--- src/logic/spu_decode_pkg.sv ---
`default_nettype none

package spu_decode_pkg;

	localparam int INSTR_W    = 32;
	localparam int REG_ADDR_W = 7;

	localparam int IMM7_W  = 7;
	localparam int IMM10_W = 10;
	localparam int IMM16_W = 16;
	localparam int IMM18_W = 18;

	// opcode widths of the five formats
	localparam int OP4_W  = 4;
	localparam int OP7_W  = 7;
	localparam int OP8_W  = 8;
	localparam int OP9_W  = 9;
	localparam int OP11_W = 11;

	localparam int RT_LSB     = 25;
	localparam int RT_MSB     = 31;
	localparam int RRR_RT_LSB = 4; // rrr moves rt down to make room for rc
	localparam int RRR_RT_MSB = 10;
	localparam int RA_LSB     = 18;
	localparam int RA_MSB     = 24;
	localparam int RB_LSB     = 11;
	localparam int RB_MSB     = 17;
	localparam int RC_LSB     = 25;
	localparam int RC_MSB     = 31;
	localparam int IMM7_LSB   = 11; // shares the rb field
	localparam int IMM7_MSB   = 17;
	localparam int IMM10_LSB  = 8;
	localparam int IMM10_MSB  = 17;
	localparam int IMM16_LSB  = 9;
	localparam int IMM16_MSB  = 24;
	localparam int IMM18_LSB  = 7;
	localparam int IMM18_MSB  = 24;

	typedef enum logic [2:0] {
		UNIT_NONE = 3'd0,
		UNIT_FX1  = 3'd1, // simple fixed point
		UNIT_FX2  = 3'd2, // shift and rotate
		UNIT_SP   = 3'd3, // multiply and float
		UNIT_BYTE = 3'd4,
		UNIT_PERM = 3'd5, // quadword shift, rotate, gather
		UNIT_LS   = 3'd6, // local store
		UNIT_BR   = 3'd7
	} unit_e;

	typedef enum logic [OP4_W-1:0] {
		RRR_MPYA = 4'b1100,
		RRR_FMA  = 4'b1110,
		RRR_FMS  = 4'b1111
	} rrr_op_e;

	typedef enum logic [OP7_W-1:0] {
		RI18_ILA = 7'b0100001
	} ri18_op_e;

	typedef enum logic [OP8_W-1:0] {
		RI10_AHI = 8'b00011101, RI10_AI = 8'b00011100,
		RI10_SFHI = 8'b00001101, RI10_SFI = 8'b00001100,
		RI10_ANDHI = 8'b00010101, RI10_ANDI = 8'b00010100,
		RI10_ORHI = 8'b00000101, RI10_ORI = 8'b00000100,
		RI10_XORHI = 8'b01000101, RI10_XORI = 8'b01000100,
		RI10_CEQHI = 8'b01111101, RI10_CEQI = 8'b01111100,
		RI10_CGTHI = 8'b01001101, RI10_CGTI = 8'b01001100,
		RI10_CLGTHI = 8'b01011101, RI10_CLGTI = 8'b01011100,
		RI10_ANDBI = 8'b00010110, RI10_CEQBI = 8'b01111110,
		RI10_MPYI = 8'b01110100, RI10_MPYUI = 8'b01110101,
		RI10_LQD = 8'b00110100, RI10_STQD = 8'b00100100
	} ri10_op_e;

	typedef enum logic [OP9_W-1:0] {
		RI16_ILH = 9'b010000011, RI16_ILHU = 9'b010000010,
		RI16_IL = 9'b010000001, RI16_IOHL = 9'b011000001,
		RI16_LQA = 9'b001100001, RI16_BRNZ = 9'b001000010,
		RI16_BRHNZ = 9'b001000110, RI16_BRZ = 9'b001000000,
		RI16_BRA = 9'b001100000, RI16_BR = 9'b001100100
	} ri16_op_e;

	typedef enum logic [OP11_W-1:0] {
		RR_AH = 11'b00011001000, RR_A = 11'b00011000000,
		RR_SFH = 11'b00001001000, RR_SF = 11'b00001000000,
		RR_CG = 11'b00011000010, RR_CLZ = 11'b01010100101,
		RR_AND = 11'b00011000001, RR_ANDC = 11'b01011000001,
		RR_OR = 11'b00001000001, RR_ORC = 11'b01011001001,
		RR_XOR = 11'b01001000001, RR_NAND = 11'b00011001001,
		RR_NOR = 11'b00001001001, RR_CEQH = 11'b01111001000,
		RR_CEQ = 11'b01111000000, RR_CGTH = 11'b01001001000,
		RR_CGT = 11'b01001000000, RR_CLGTH = 11'b01011001000,
		RR_CLGT = 11'b01011000000, RR_SHLH = 11'b00001011111,
		RR_SHLHI = 11'b00001111111, RR_SHL = 11'b00001011011,
		RR_SHLI = 11'b00001111011, RR_ROTH = 11'b00001011100,
		RR_ROTHI = 11'b00001111100, RR_ROT = 11'b00001011000,
		RR_ROTI = 11'b00001111000, RR_MPY = 11'b01111000100,
		RR_MPYU = 11'b01111001100, RR_FA = 11'b01011000100,
		RR_FS = 11'b01011000101, RR_FM = 11'b01011000110,
		RR_AVGB = 11'b00011010011, RR_CNTB = 11'b01010110100,
		RR_ABSDB = 11'b00001010011, RR_SUMB = 11'b01001010011,
		RR_CEQB = 11'b01111010000, RR_SHLQBI = 11'b00111011011,
		RR_SHLQBII = 11'b00111111011, RR_SHLQBY = 11'b00111011111,
		RR_SHLQBYI = 11'b00111111111, RR_SHLQBYBI = 11'b00111001111,
		RR_ROTQBY = 11'b00111011100, RR_ROTQBYI = 11'b00111111100,
		RR_ROTQBI = 11'b00111011000, RR_ROTQBII = 11'b00111111000,
		RR_GBB = 11'b00110110010, RR_GBH = 11'b00110110001,
		RR_GB = 11'b00110110000, RR_STQX = 11'b00101000100,
		RR_LNOP = 11'b00000000001, RR_NOP = 11'b01000000001,
		RR_STOP = 11'b00000000000
	} rr_op_e;

endpackage

`default_nettype wire

--- src/logic/rrr_form_decoder.sv ---
`timescale 1ns/10ps
`default_nettype none

module rrr_form_decoder (
	input  wire logic [spu_decode_pkg::INSTR_W-1:0]    instr,
	output logic                                        hit,
	output logic                                        use_ra,
	output logic                                        use_rb,
	output logic                                        use_rc,
	output logic [spu_decode_pkg::REG_ADDR_W-1:0]      rt,
	output logic [spu_decode_pkg::REG_ADDR_W-1:0]      ra,
	output logic [spu_decode_pkg::REG_ADDR_W-1:0]      rb,
	output logic [spu_decode_pkg::REG_ADDR_W-1:0]      rc,
	output spu_decode_pkg::unit_e                       unit
);
	import spu_decode_pkg::*;

	rrr_op_e op;

	assign op = rrr_op_e'(instr[OP4_W-1:0]);

	always_comb begin
		case (op)
			RRR_MPYA, RRR_FMA, RRR_FMS: hit = 1'b1;
			default: hit = 1'b0;
		endcase
	end

	// three sources plus target, all on the sp unit
	assign rt     = hit ? instr[RRR_RT_MSB:RRR_RT_LSB] : '0;
	assign ra     = hit ? instr[RA_MSB:RA_LSB] : '0;
	assign rb     = hit ? instr[RB_MSB:RB_LSB] : '0;
	assign rc     = hit ? instr[RC_MSB:RC_LSB] : '0;
	assign use_ra = hit;
	assign use_rb = hit;
	assign use_rc = hit;
	assign unit   = hit ? UNIT_SP : UNIT_NONE;

endmodule

`default_nettype wire

--- src/logic/imm_form_decoder.sv ---
`timescale 1ns/10ps
`default_nettype none

module imm_form_decoder (
	input  wire logic [spu_decode_pkg::INSTR_W-1:0]    instr,
	output logic                                        hit,
	output logic                                        use_ra,
	output logic [spu_decode_pkg::REG_ADDR_W-1:0]      rt,
	output logic [spu_decode_pkg::REG_ADDR_W-1:0]      ra,
	output spu_decode_pkg::unit_e                       unit,
	output logic [spu_decode_pkg::IMM10_W-1:0]         imm10,
	output logic [spu_decode_pkg::IMM16_W-1:0]         imm16,
	output logic [spu_decode_pkg::IMM18_W-1:0]         imm18
);
	import spu_decode_pkg::*;

	ri18_op_e op7;
	ri10_op_e op8;
	ri16_op_e op9;
	logic     hit7;
	logic     hit8;
	logic     hit9;
	unit_e    unit8;
	unit_e    unit9;

	assign op7 = ri18_op_e'(instr[OP7_W-1:0]);
	assign op8 = ri10_op_e'(instr[OP8_W-1:0]);
	assign op9 = ri16_op_e'(instr[OP9_W-1:0]);

	always_comb begin
		case (op7)
			RI18_ILA: hit7 = 1'b1;
			default:  hit7 = 1'b0;
		endcase
	end

	always_comb begin
		hit8  = 1'b1;
		unit8 = UNIT_FX1;
		case (op8)
			RI10_AHI, RI10_AI, RI10_SFHI, RI10_SFI,
			RI10_ANDHI, RI10_ANDI, RI10_ORHI, RI10_ORI,
			RI10_XORHI, RI10_XORI, RI10_CEQHI, RI10_CEQI,
			RI10_CGTHI, RI10_CGTI, RI10_CLGTHI, RI10_CLGTI,
			RI10_ANDBI, RI10_CEQBI, RI10_MPYI, RI10_MPYUI: unit8 = UNIT_FX1;
			RI10_LQD, RI10_STQD: unit8 = UNIT_LS; // d-form quadword access
			default: begin
				hit8  = 1'b0;
				unit8 = UNIT_NONE;
			end
		endcase
	end

	always_comb begin
		hit9  = 1'b1;
		unit9 = UNIT_FX1;
		case (op9)
			RI16_ILH, RI16_ILHU, RI16_IL, RI16_IOHL: unit9 = UNIT_FX1;
			RI16_LQA: unit9 = UNIT_LS;
			RI16_BRNZ, RI16_BRHNZ, RI16_BRZ,
			RI16_BRA, RI16_BR: unit9 = UNIT_BR;
			default: begin
				hit9  = 1'b0;
				unit9 = UNIT_NONE;
			end
		endcase
	end

	// shortest opcode wins when formats overlap
	always_comb begin
		hit    = 1'b0;
		use_ra = 1'b0;
		rt     = '0;
		ra     = '0;
		unit   = UNIT_NONE;
		imm10  = '0;
		imm16  = '0;
		imm18  = '0;
		if (hit7) begin
			hit   = 1'b1;
			rt    = instr[RT_MSB:RT_LSB];
			imm18 = instr[IMM18_MSB:IMM18_LSB];
			unit  = UNIT_FX1;
		end else if (hit8) begin
			hit    = 1'b1;
			use_ra = 1'b1; // only ri10 has a register source
			rt     = instr[RT_MSB:RT_LSB];
			ra     = instr[RA_MSB:RA_LSB];
			imm10  = instr[IMM10_MSB:IMM10_LSB];
			unit   = unit8;
		end else if (hit9) begin
			hit   = 1'b1;
			rt    = instr[RT_MSB:RT_LSB];
			imm16 = instr[IMM16_MSB:IMM16_LSB];
			unit  = unit9;
		end
	end

endmodule

`default_nettype wire

--- src/logic/rr_form_decoder.sv ---
`timescale 1ns/10ps
`default_nettype none

module rr_form_decoder (
	input  wire logic [spu_decode_pkg::INSTR_W-1:0]    instr,
	output logic                                        hit,
	output logic                                        use_ra,
	output logic                                        use_rb,
	output logic [spu_decode_pkg::REG_ADDR_W-1:0]      rt,
	output logic [spu_decode_pkg::REG_ADDR_W-1:0]      ra,
	output logic [spu_decode_pkg::REG_ADDR_W-1:0]      rb,
	output logic [spu_decode_pkg::IMM7_W-1:0]          imm7,
	output spu_decode_pkg::unit_e                       unit
);
	import spu_decode_pkg::*;

	rr_op_e op;
	logic   op_hit;
	logic   ra_only; // ri7 or single source, rb field holds imm7
	logic   no_regs; // lnop, nop, stop
	unit_e  op_unit;

	assign op = rr_op_e'(instr[OP11_W-1:0]);

	always_comb begin
		op_hit  = 1'b1;
		ra_only = 1'b0;
		no_regs = 1'b0;
		op_unit = UNIT_NONE;
		case (op)
			RR_AH, RR_A, RR_SFH, RR_SF, RR_CG,
			RR_AND, RR_ANDC, RR_OR, RR_ORC, RR_XOR, RR_NAND, RR_NOR,
			RR_CEQH, RR_CEQ, RR_CGTH, RR_CGT, RR_CLGTH, RR_CLGT: begin
				op_unit = UNIT_FX1;
			end
			RR_CLZ: begin
				op_unit = UNIT_FX1;
				ra_only = 1'b1;
			end
			RR_SHLH, RR_SHL, RR_ROTH, RR_ROT: begin
				op_unit = UNIT_FX2;
			end
			RR_SHLHI, RR_SHLI, RR_ROTHI, RR_ROTI: begin
				op_unit = UNIT_FX2;
				ra_only = 1'b1;
			end
			RR_MPY, RR_MPYU, RR_FA, RR_FS, RR_FM, RR_AVGB: begin
				op_unit = UNIT_SP;
			end
			RR_CNTB: begin
				op_unit = UNIT_SP;
				ra_only = 1'b1;
			end
			RR_ABSDB, RR_SUMB, RR_CEQB: begin
				op_unit = UNIT_BYTE;
			end
			RR_SHLQBI, RR_SHLQBY, RR_SHLQBYBI, RR_ROTQBY, RR_ROTQBI: begin
				op_unit = UNIT_PERM;
			end
			RR_SHLQBII, RR_SHLQBYI, RR_ROTQBYI, RR_ROTQBII,
			RR_GBB, RR_GBH, RR_GB: begin
				op_unit = UNIT_PERM;
				ra_only = 1'b1;
			end
			RR_STQX: begin
				op_unit = UNIT_LS;
				ra_only = 1'b1;
			end
			RR_LNOP, RR_NOP, RR_STOP: begin
				no_regs = 1'b1; // legal but touches nothing
			end
			default: begin
				op_hit = 1'b0;
			end
		endcase
	end

	always_comb begin
		hit    = op_hit;
		unit   = op_unit;
		use_ra = 1'b0;
		use_rb = 1'b0;
		rt     = '0;
		ra     = '0;
		rb     = '0;
		imm7   = '0;
		if (op_hit && !no_regs) begin
			use_ra = 1'b1;
			rt     = instr[RT_MSB:RT_LSB];
			ra     = instr[RA_MSB:RA_LSB];
			if (ra_only) begin
				imm7 = instr[IMM7_MSB:IMM7_LSB];
			end else begin
				use_rb = 1'b1;
				rb     = instr[RB_MSB:RB_LSB];
			end
		end
	end

endmodule

`default_nettype wire

--- src/logic/decode_select.sv ---
`timescale 1ns/10ps
`default_nettype none

module decode_select (
	input  wire logic                                   clk,
	input  wire logic                                   rst,
	// three-source group
	input  wire logic                                   rrr_hit,
	input  wire logic                                   rrr_use_ra,
	input  wire logic                                   rrr_use_rb,
	input  wire logic                                   rrr_use_rc,
	input  wire logic [spu_decode_pkg::REG_ADDR_W-1:0] rrr_rt,
	input  wire logic [spu_decode_pkg::REG_ADDR_W-1:0] rrr_ra,
	input  wire logic [spu_decode_pkg::REG_ADDR_W-1:0] rrr_rb,
	input  wire logic [spu_decode_pkg::REG_ADDR_W-1:0] rrr_rc,
	input  wire spu_decode_pkg::unit_e                  rrr_unit,
	// immediate group
	input  wire logic                                   imm_hit,
	input  wire logic                                   imm_use_ra,
	input  wire logic [spu_decode_pkg::REG_ADDR_W-1:0] imm_rt,
	input  wire logic [spu_decode_pkg::REG_ADDR_W-1:0] imm_ra,
	input  wire spu_decode_pkg::unit_e                  imm_unit,
	input  wire logic [spu_decode_pkg::IMM10_W-1:0]    imm_imm10,
	input  wire logic [spu_decode_pkg::IMM16_W-1:0]    imm_imm16,
	input  wire logic [spu_decode_pkg::IMM18_W-1:0]    imm_imm18,
	// register group
	input  wire logic                                   rr_hit,
	input  wire logic                                   rr_use_ra,
	input  wire logic                                   rr_use_rb,
	input  wire logic [spu_decode_pkg::REG_ADDR_W-1:0] rr_rt,
	input  wire logic [spu_decode_pkg::REG_ADDR_W-1:0] rr_ra,
	input  wire logic [spu_decode_pkg::REG_ADDR_W-1:0] rr_rb,
	input  wire logic [spu_decode_pkg::IMM7_W-1:0]     rr_imm7,
	input  wire spu_decode_pkg::unit_e                  rr_unit,
	output logic [spu_decode_pkg::REG_ADDR_W-1:0]      rt,
	output logic [spu_decode_pkg::REG_ADDR_W-1:0]      ra,
	output logic [spu_decode_pkg::REG_ADDR_W-1:0]      rb,
	output logic [spu_decode_pkg::REG_ADDR_W-1:0]      rc,
	output logic                                        use_ra,
	output logic                                        use_rb,
	output logic                                        use_rc,
	output spu_decode_pkg::unit_e                       unit,
	output logic [spu_decode_pkg::IMM7_W-1:0]          imm7,
	output logic [spu_decode_pkg::IMM10_W-1:0]         imm10,
	output logic [spu_decode_pkg::IMM16_W-1:0]         imm16,
	output logic [spu_decode_pkg::IMM18_W-1:0]         imm18,
	output logic                                        legal
);
	import spu_decode_pkg::*;

	logic [REG_ADDR_W-1:0] nxt_rt;
	logic [REG_ADDR_W-1:0] nxt_ra;
	logic [REG_ADDR_W-1:0] nxt_rb;
	logic [REG_ADDR_W-1:0] nxt_rc;
	logic                  nxt_use_ra;
	logic                  nxt_use_rb;
	logic                  nxt_use_rc;
	unit_e                 nxt_unit;
	logic [IMM7_W-1:0]     nxt_imm7;
	logic [IMM10_W-1:0]    nxt_imm10;
	logic [IMM16_W-1:0]    nxt_imm16;
	logic [IMM18_W-1:0]    nxt_imm18;

	// rrr before imm before rr, unmatched fields stay zero
	always_comb begin
		nxt_rt     = '0;
		nxt_ra     = '0;
		nxt_rb     = '0;
		nxt_rc     = '0;
		nxt_use_ra = 1'b0;
		nxt_use_rb = 1'b0;
		nxt_use_rc = 1'b0;
		nxt_unit   = UNIT_NONE;
		nxt_imm7   = '0;
		nxt_imm10  = '0;
		nxt_imm16  = '0;
		nxt_imm18  = '0;
		if (rrr_hit) begin
			nxt_rt     = rrr_rt;
			nxt_ra     = rrr_ra;
			nxt_rb     = rrr_rb;
			nxt_rc     = rrr_rc;
			nxt_use_ra = rrr_use_ra;
			nxt_use_rb = rrr_use_rb;
			nxt_use_rc = rrr_use_rc;
			nxt_unit   = rrr_unit;
		end else if (imm_hit) begin
			nxt_rt     = imm_rt;
			nxt_ra     = imm_ra;
			nxt_use_ra = imm_use_ra;
			nxt_unit   = imm_unit;
			nxt_imm10  = imm_imm10;
			nxt_imm16  = imm_imm16;
			nxt_imm18  = imm_imm18;
		end else if (rr_hit) begin
			nxt_rt     = rr_rt;
			nxt_ra     = rr_ra;
			nxt_rb     = rr_rb;
			nxt_use_ra = rr_use_ra;
			nxt_use_rb = rr_use_rb;
			nxt_unit   = rr_unit;
			nxt_imm7   = rr_imm7;
		end
	end

	always_ff @(posedge clk) begin
		if (rst) begin
			rt     <= '0;
			ra     <= '0;
			rb     <= '0;
			rc     <= '0;
			use_ra <= 1'b0;
			use_rb <= 1'b0;
			use_rc <= 1'b0;
			unit   <= UNIT_NONE;
			imm7   <= '0;
			imm10  <= '0;
			imm16  <= '0;
			imm18  <= '0;
			legal  <= 1'b0;
		end else begin
			rt     <= nxt_rt;
			ra     <= nxt_ra;
			rb     <= nxt_rb;
			rc     <= nxt_rc;
			use_ra <= nxt_use_ra;
			use_rb <= nxt_use_rb;
			use_rc <= nxt_use_rc;
			unit   <= nxt_unit;
			imm7   <= nxt_imm7;
			imm10  <= nxt_imm10;
			imm16  <= nxt_imm16;
			imm18  <= nxt_imm18;
			legal  <= rrr_hit | imm_hit | rr_hit; // any format matched
		end
	end

endmodule

`default_nettype wire

--- src/logic/spu_instr_decoder.sv ---
`timescale 1ns/10ps
`default_nettype none

module spu_instr_decoder (
	input  wire logic                                   clk,
	input  wire logic                                   rst,
	input  wire logic [spu_decode_pkg::INSTR_W-1:0]    instr,
	output logic [spu_decode_pkg::REG_ADDR_W-1:0]      rt,
	output logic [spu_decode_pkg::REG_ADDR_W-1:0]      ra,
	output logic [spu_decode_pkg::REG_ADDR_W-1:0]      rb,
	output logic [spu_decode_pkg::REG_ADDR_W-1:0]      rc,
	output logic                                        use_ra,
	output logic                                        use_rb,
	output logic                                        use_rc,
	output spu_decode_pkg::unit_e                       unit,
	output logic [spu_decode_pkg::IMM7_W-1:0]          imm7,
	output logic [spu_decode_pkg::IMM10_W-1:0]         imm10,
	output logic [spu_decode_pkg::IMM16_W-1:0]         imm16,
	output logic [spu_decode_pkg::IMM18_W-1:0]         imm18,
	output logic                                        legal
);
	import spu_decode_pkg::*;

	logic                  rrr_hit, rrr_use_ra, rrr_use_rb, rrr_use_rc;
	logic [REG_ADDR_W-1:0] rrr_rt, rrr_ra, rrr_rb, rrr_rc;
	unit_e                 rrr_unit;

	logic                  imm_hit, imm_use_ra;
	logic [REG_ADDR_W-1:0] imm_rt, imm_ra;
	unit_e                 imm_unit;
	logic [IMM10_W-1:0]    imm_imm10;
	logic [IMM16_W-1:0]    imm_imm16;
	logic [IMM18_W-1:0]    imm_imm18;

	logic                  rr_hit, rr_use_ra, rr_use_rb;
	logic [REG_ADDR_W-1:0] rr_rt, rr_ra, rr_rb;
	logic [IMM7_W-1:0]     rr_imm7;
	unit_e                 rr_unit;

	rrr_form_decoder u_rrr (
		.instr(instr), .hit(rrr_hit), .use_ra(rrr_use_ra), .use_rb(rrr_use_rb),
		.use_rc(rrr_use_rc), .rt(rrr_rt), .ra(rrr_ra), .rb(rrr_rb), .rc(rrr_rc),
		.unit(rrr_unit)
	);

	imm_form_decoder u_imm ( // ri18, ri10, ri16
		.instr(instr), .hit(imm_hit), .use_ra(imm_use_ra), .rt(imm_rt), .ra(imm_ra),
		.unit(imm_unit), .imm10(imm_imm10), .imm16(imm_imm16), .imm18(imm_imm18)
	);

	rr_form_decoder u_rr (
		.instr(instr), .hit(rr_hit), .use_ra(rr_use_ra), .use_rb(rr_use_rb),
		.rt(rr_rt), .ra(rr_ra), .rb(rr_rb), .imm7(rr_imm7), .unit(rr_unit)
	);

	decode_select u_sel (
		.clk(clk), .rst(rst),
		.rrr_hit(rrr_hit), .rrr_use_ra(rrr_use_ra), .rrr_use_rb(rrr_use_rb),
		.rrr_use_rc(rrr_use_rc), .rrr_rt(rrr_rt), .rrr_ra(rrr_ra), .rrr_rb(rrr_rb),
		.rrr_rc(rrr_rc), .rrr_unit(rrr_unit),
		.imm_hit(imm_hit), .imm_use_ra(imm_use_ra), .imm_rt(imm_rt), .imm_ra(imm_ra),
		.imm_unit(imm_unit), .imm_imm10(imm_imm10), .imm_imm16(imm_imm16),
		.imm_imm18(imm_imm18),
		.rr_hit(rr_hit), .rr_use_ra(rr_use_ra), .rr_use_rb(rr_use_rb), .rr_rt(rr_rt),
		.rr_ra(rr_ra), .rr_rb(rr_rb), .rr_imm7(rr_imm7), .rr_unit(rr_unit),
		.rt(rt), .ra(ra), .rb(rb), .rc(rc), .use_ra(use_ra), .use_rb(use_rb),
		.use_rc(use_rc), .unit(unit), .imm7(imm7), .imm10(imm10), .imm16(imm16),
		.imm18(imm18), .legal(legal)
	);

endmodule

`default_nettype wire

--- config.mk ---
export PLATFORM = sky130hd
export DESIGN_NAME = spu_instr_decoder
export DESIGN_NICKNAME = d
export VERILOG_FILES = /design/src/logic/spu_decode_pkg.sv /design/src/logic/rrr_form_decoder.sv /design/src/logic/imm_form_decoder.sv /design/src/logic/rr_form_decoder.sv /design/src/logic/decode_select.sv /design/src/logic/spu_instr_decoder.sv
export SDC_FILE = /design/constraint.sdc
export NUM_CORES = 1
export LEC_CHECK = 0
export BUFFER_PORTS_ARGS = -buffer_cell sky130_fd_sc_hd__buf_2
export CAP_MARGIN = 20
export CORE_ASPECT_RATIO = 0.7
export CORE_MARGIN = 4
export CORE_UTILIZATION = 30
export CTS_CLUSTER_DIAMETER = 120
export DETAILED_ROUTE_END_ITERATION = 10
export SYNTH_ARGS = -nofsm -noshare
export SYNTH_HDL_FRONTEND = slang
export SYNTH_SLANG_ARGS = --single-unit
--- constraint.sdc ---
create_clock -name clk -period 3.39 [get_ports clk]
set_clock_uncertainty 0.15 [all_clocks]
set_input_delay 0.339 -clock clk [delete_from_list [all_inputs] [get_ports clk]]
set_output_delay 0.339 -clock clk [all_outputs]
set_load 0.01 [all_outputs]
==> results.toml <==
[status]
status = "finished, final reports clean"

[global_route]
grtUsageTotal = 0.1522
grt_max_degree = 24
grt_pass1_vias = 2802
grt_pass1_wl_um = 16120
overflow = 0
antenna_found_initial = 0

[finish]
final_net_count = 478
n_antenna_cell = 0
syn2layout_area_growth_pct = 27.66
instances_no_fill = 601
final_common_cell = "buf_2"
layout-drive-gt1-share = 0.3817
layout_common_cells = "119 x buf_2, 86 x dfxtp_1, 49 x and2_1, 15 x a21boi_1, 14 x nor2_1"

[detailed_routing]
drtIter0Drc = 226
routed_wl_um = 10320
vias_per_cell = 4.807
vias = 2889
dr.pass1.iters = 4
post-route-drc-count = 0
routedWlPerCell_um = 17.18
antenna_left = 0

[power_and_ir_drop]
cellLeakagePower_nw = 2.046
p_int_mw = 1.759
pwr-share-comb = 0.084
power_mw = 2.257
ir_worst_vdd_mv = 0.3046
p_switching_uw = 498.0
swShare = 0.2206
p_clk_frac = 0.457
power_density_nw_per_um2 = 501.2
p_seq_frac = 0.458

[cts]
cts_max_path_buffers = 2
cts_setup_buffers = 0
cts_sinks = 86
cts_buffers = 9
clkTransAtPathRegs_ns = 0.06
htreeDepth = 3
cts-root-buf = "clkbuf_16"
cts_resized = 0
cts_tree = "yes"
postCtsHoldBufs = 0

[timing]
tns_ns = 0
slew_headroom = 0.4500
fmax_mhz = 458.1
final-setup-viol-count = 0
drv_slew = 0
rsz0062_at_grt = "no"
tightestPinTransition_ns = 0.8219
min_period_ns = 2.183
fin_crit_sh = 0.6439
finalHoldViolCount = 0

[yosys]
synth.distinct_cells = 72
syn_nets = 368
synth_edf_count = 0
synth.ff_latch_count = 86
async_reset_ff_frac = 0
postSynthAreaPerCell_um2 = 10.56
synthCells = 334
ys_warn_count = 0
ys.flop_type = "dfxtp_1"
ys_seq_area_frac = 0.4879
syn_area_um2 = 3528

[floorplanning]
io_pins = 120
rows = 32
design.core.area_um2 = 11250
die_area_um2 = 13590
die_x_um = 137.6
initial_core_util = 0.3136
die_h_um = 98.74

[placement]
io_buffers = 119
dp_hpwl_um = 7648
gp_congestion = 0.8625
dpl.cell_count = 586

[worst_hold_path]
hold_path_class = "primary input to flip-flop"
hold_path_depth = 2

[flow_run]
cap_violations = 0

[setup_path]
critPathArrivalTime_ns = 2.22
critPathMaxFanout = 23
crit_path_end_kind = "flip-flop"
critical_path_class = "primary input to flip-flop"
cp.required_ns = 3.43
crit_path_start_kind = "primary input"
path summary, 6_finish.rpt:
path                  startpoint               to  slack (ns)
worst max-delay path    instr[3]      u_sel.ra[1]        1.21
worst min-delay path   instr[24]  u_sel.imm18[17]        0.08
logic make-up (layout without fill, tap and decap cells):
family                    Yosys count  after routing  synth area share
AOI/OAI and AO/OA                  63             63            0.1504
and+or+nand+nor                   156            156            0.3110
DFF                                86             86            0.4879
xor gates and xnor gates            3              3          0.007448
buffers and inverters              26            140           0.04326
area by class of cell:
class                           instances  area (µm²)
Clock buffer                           12       246.5
Timing Repair Buffer                  120       603.1
Clock inverter                          3       68.82
Tap cell                              153       191.4
Multi-Input combinational cell        222        1654
Fill cell                            1117        6746
Sequential cell                        86        1722
Inverter                                5       18.77
sequential cells by signal (all words and copies together), names as in the netlist:
| name | count |
|---|---|
| u_sel.use_rc | 1 |
| u_sel.imm16 | 16 |
| u_sel.use_ra | 1 |
| u_sel.rc | 7 |
| u_sel.use_rb | 1 |
| u_sel.ra | 7 |
| u_sel.imm18 | 18 |
| u_sel.rt | 7 |
| u_sel.imm10 | 10 |
| u_sel.unit | 3 |
| u_sel.imm7 | 7 |
| u_sel.legal | 1 |
| u_sel.rb | 7 |
cells in the mapped netlist, drive strengths merged, types with 3 or more instances:
cell / n / area share
or3b: 4 / 0.0099
nand3b: 3 / 0.0074
and2: 50 / 0.089
nand2b: 4 / 0.0092
a32oi: 8 / 0.020
a21oi: 3 / 0.0074
and3: 10 / 0.018
or2: 3 / 0.0060
or4b: 4 / 0.013
dfxtp: 86 / 0.49
nor4: 8 / 0.024
nor4b: 3 / 0.013
nand2: 11 / 0.012
nor2: 18 / 0.022
a21boi: 15 / 0.032
a2111oi: 3 / 0.0096
nand4b: 3 / 0.0074
nand3: 9 / 0.013
a211oi: 5 / 0.016
o21ai: 12 / 0.020
buf: 19 / 0.036
nor3: 12 / 0.022
inv: 5 / 0.0053
a31oi: 5 / 0.011
nand4: 4 / 0.017
through the flow:
stage / cell area (µm²) / worst slack [ns] / hold slack [ns] / utilization
final: 4504 / 1.207 / 0.07791 / 0.4004
after global routing: 4504 / 1.062 / 0.07896 / 0.4004
after CTS: 4504 / 1.221 / 0.06769 / 0.4004
after detailed placement: 4189 / 0.8776 / 0.4182 / 0.3723
after global placement: 4189 / 0.9671 / 0.4131 / 0.3723
after floorplan: 3528 / 1.389 / 0.2584 / -
power groups by stage:
stage          sequential, mW  clock [mW]  combinational, mW
2_1_floorplan            1.07           0              0.109
3_3_place_gp             1.06           0              0.186
3_5_place_dp             1.06           0              0.188
4_1_cts                  1.03        1.06              0.189
5_1_grt                  1.04        1.10              0.208
6_report                 1.03        1.03              0.190
per-layer routing:
metal,up-vias,share of wire,GRT usage
met1,1358,0.49,0.2198
met5,-,0,0
met4,0,0.0082,0.03911
met2,105,0.41,0.2170
li1,1418,-,-
met3,8,0.093,0.05051
worst max-delay path, stage by stage:
cell and delay, ns:
buf_2 0.24, nor4_1 0.58, nand4_2 0.36, a21boi_1 0.24, nor4b_4 0.17, o21ai_4 0.17, a21boi_1 0.11
No activity file was read; power rests on OpenSTA's default activity.
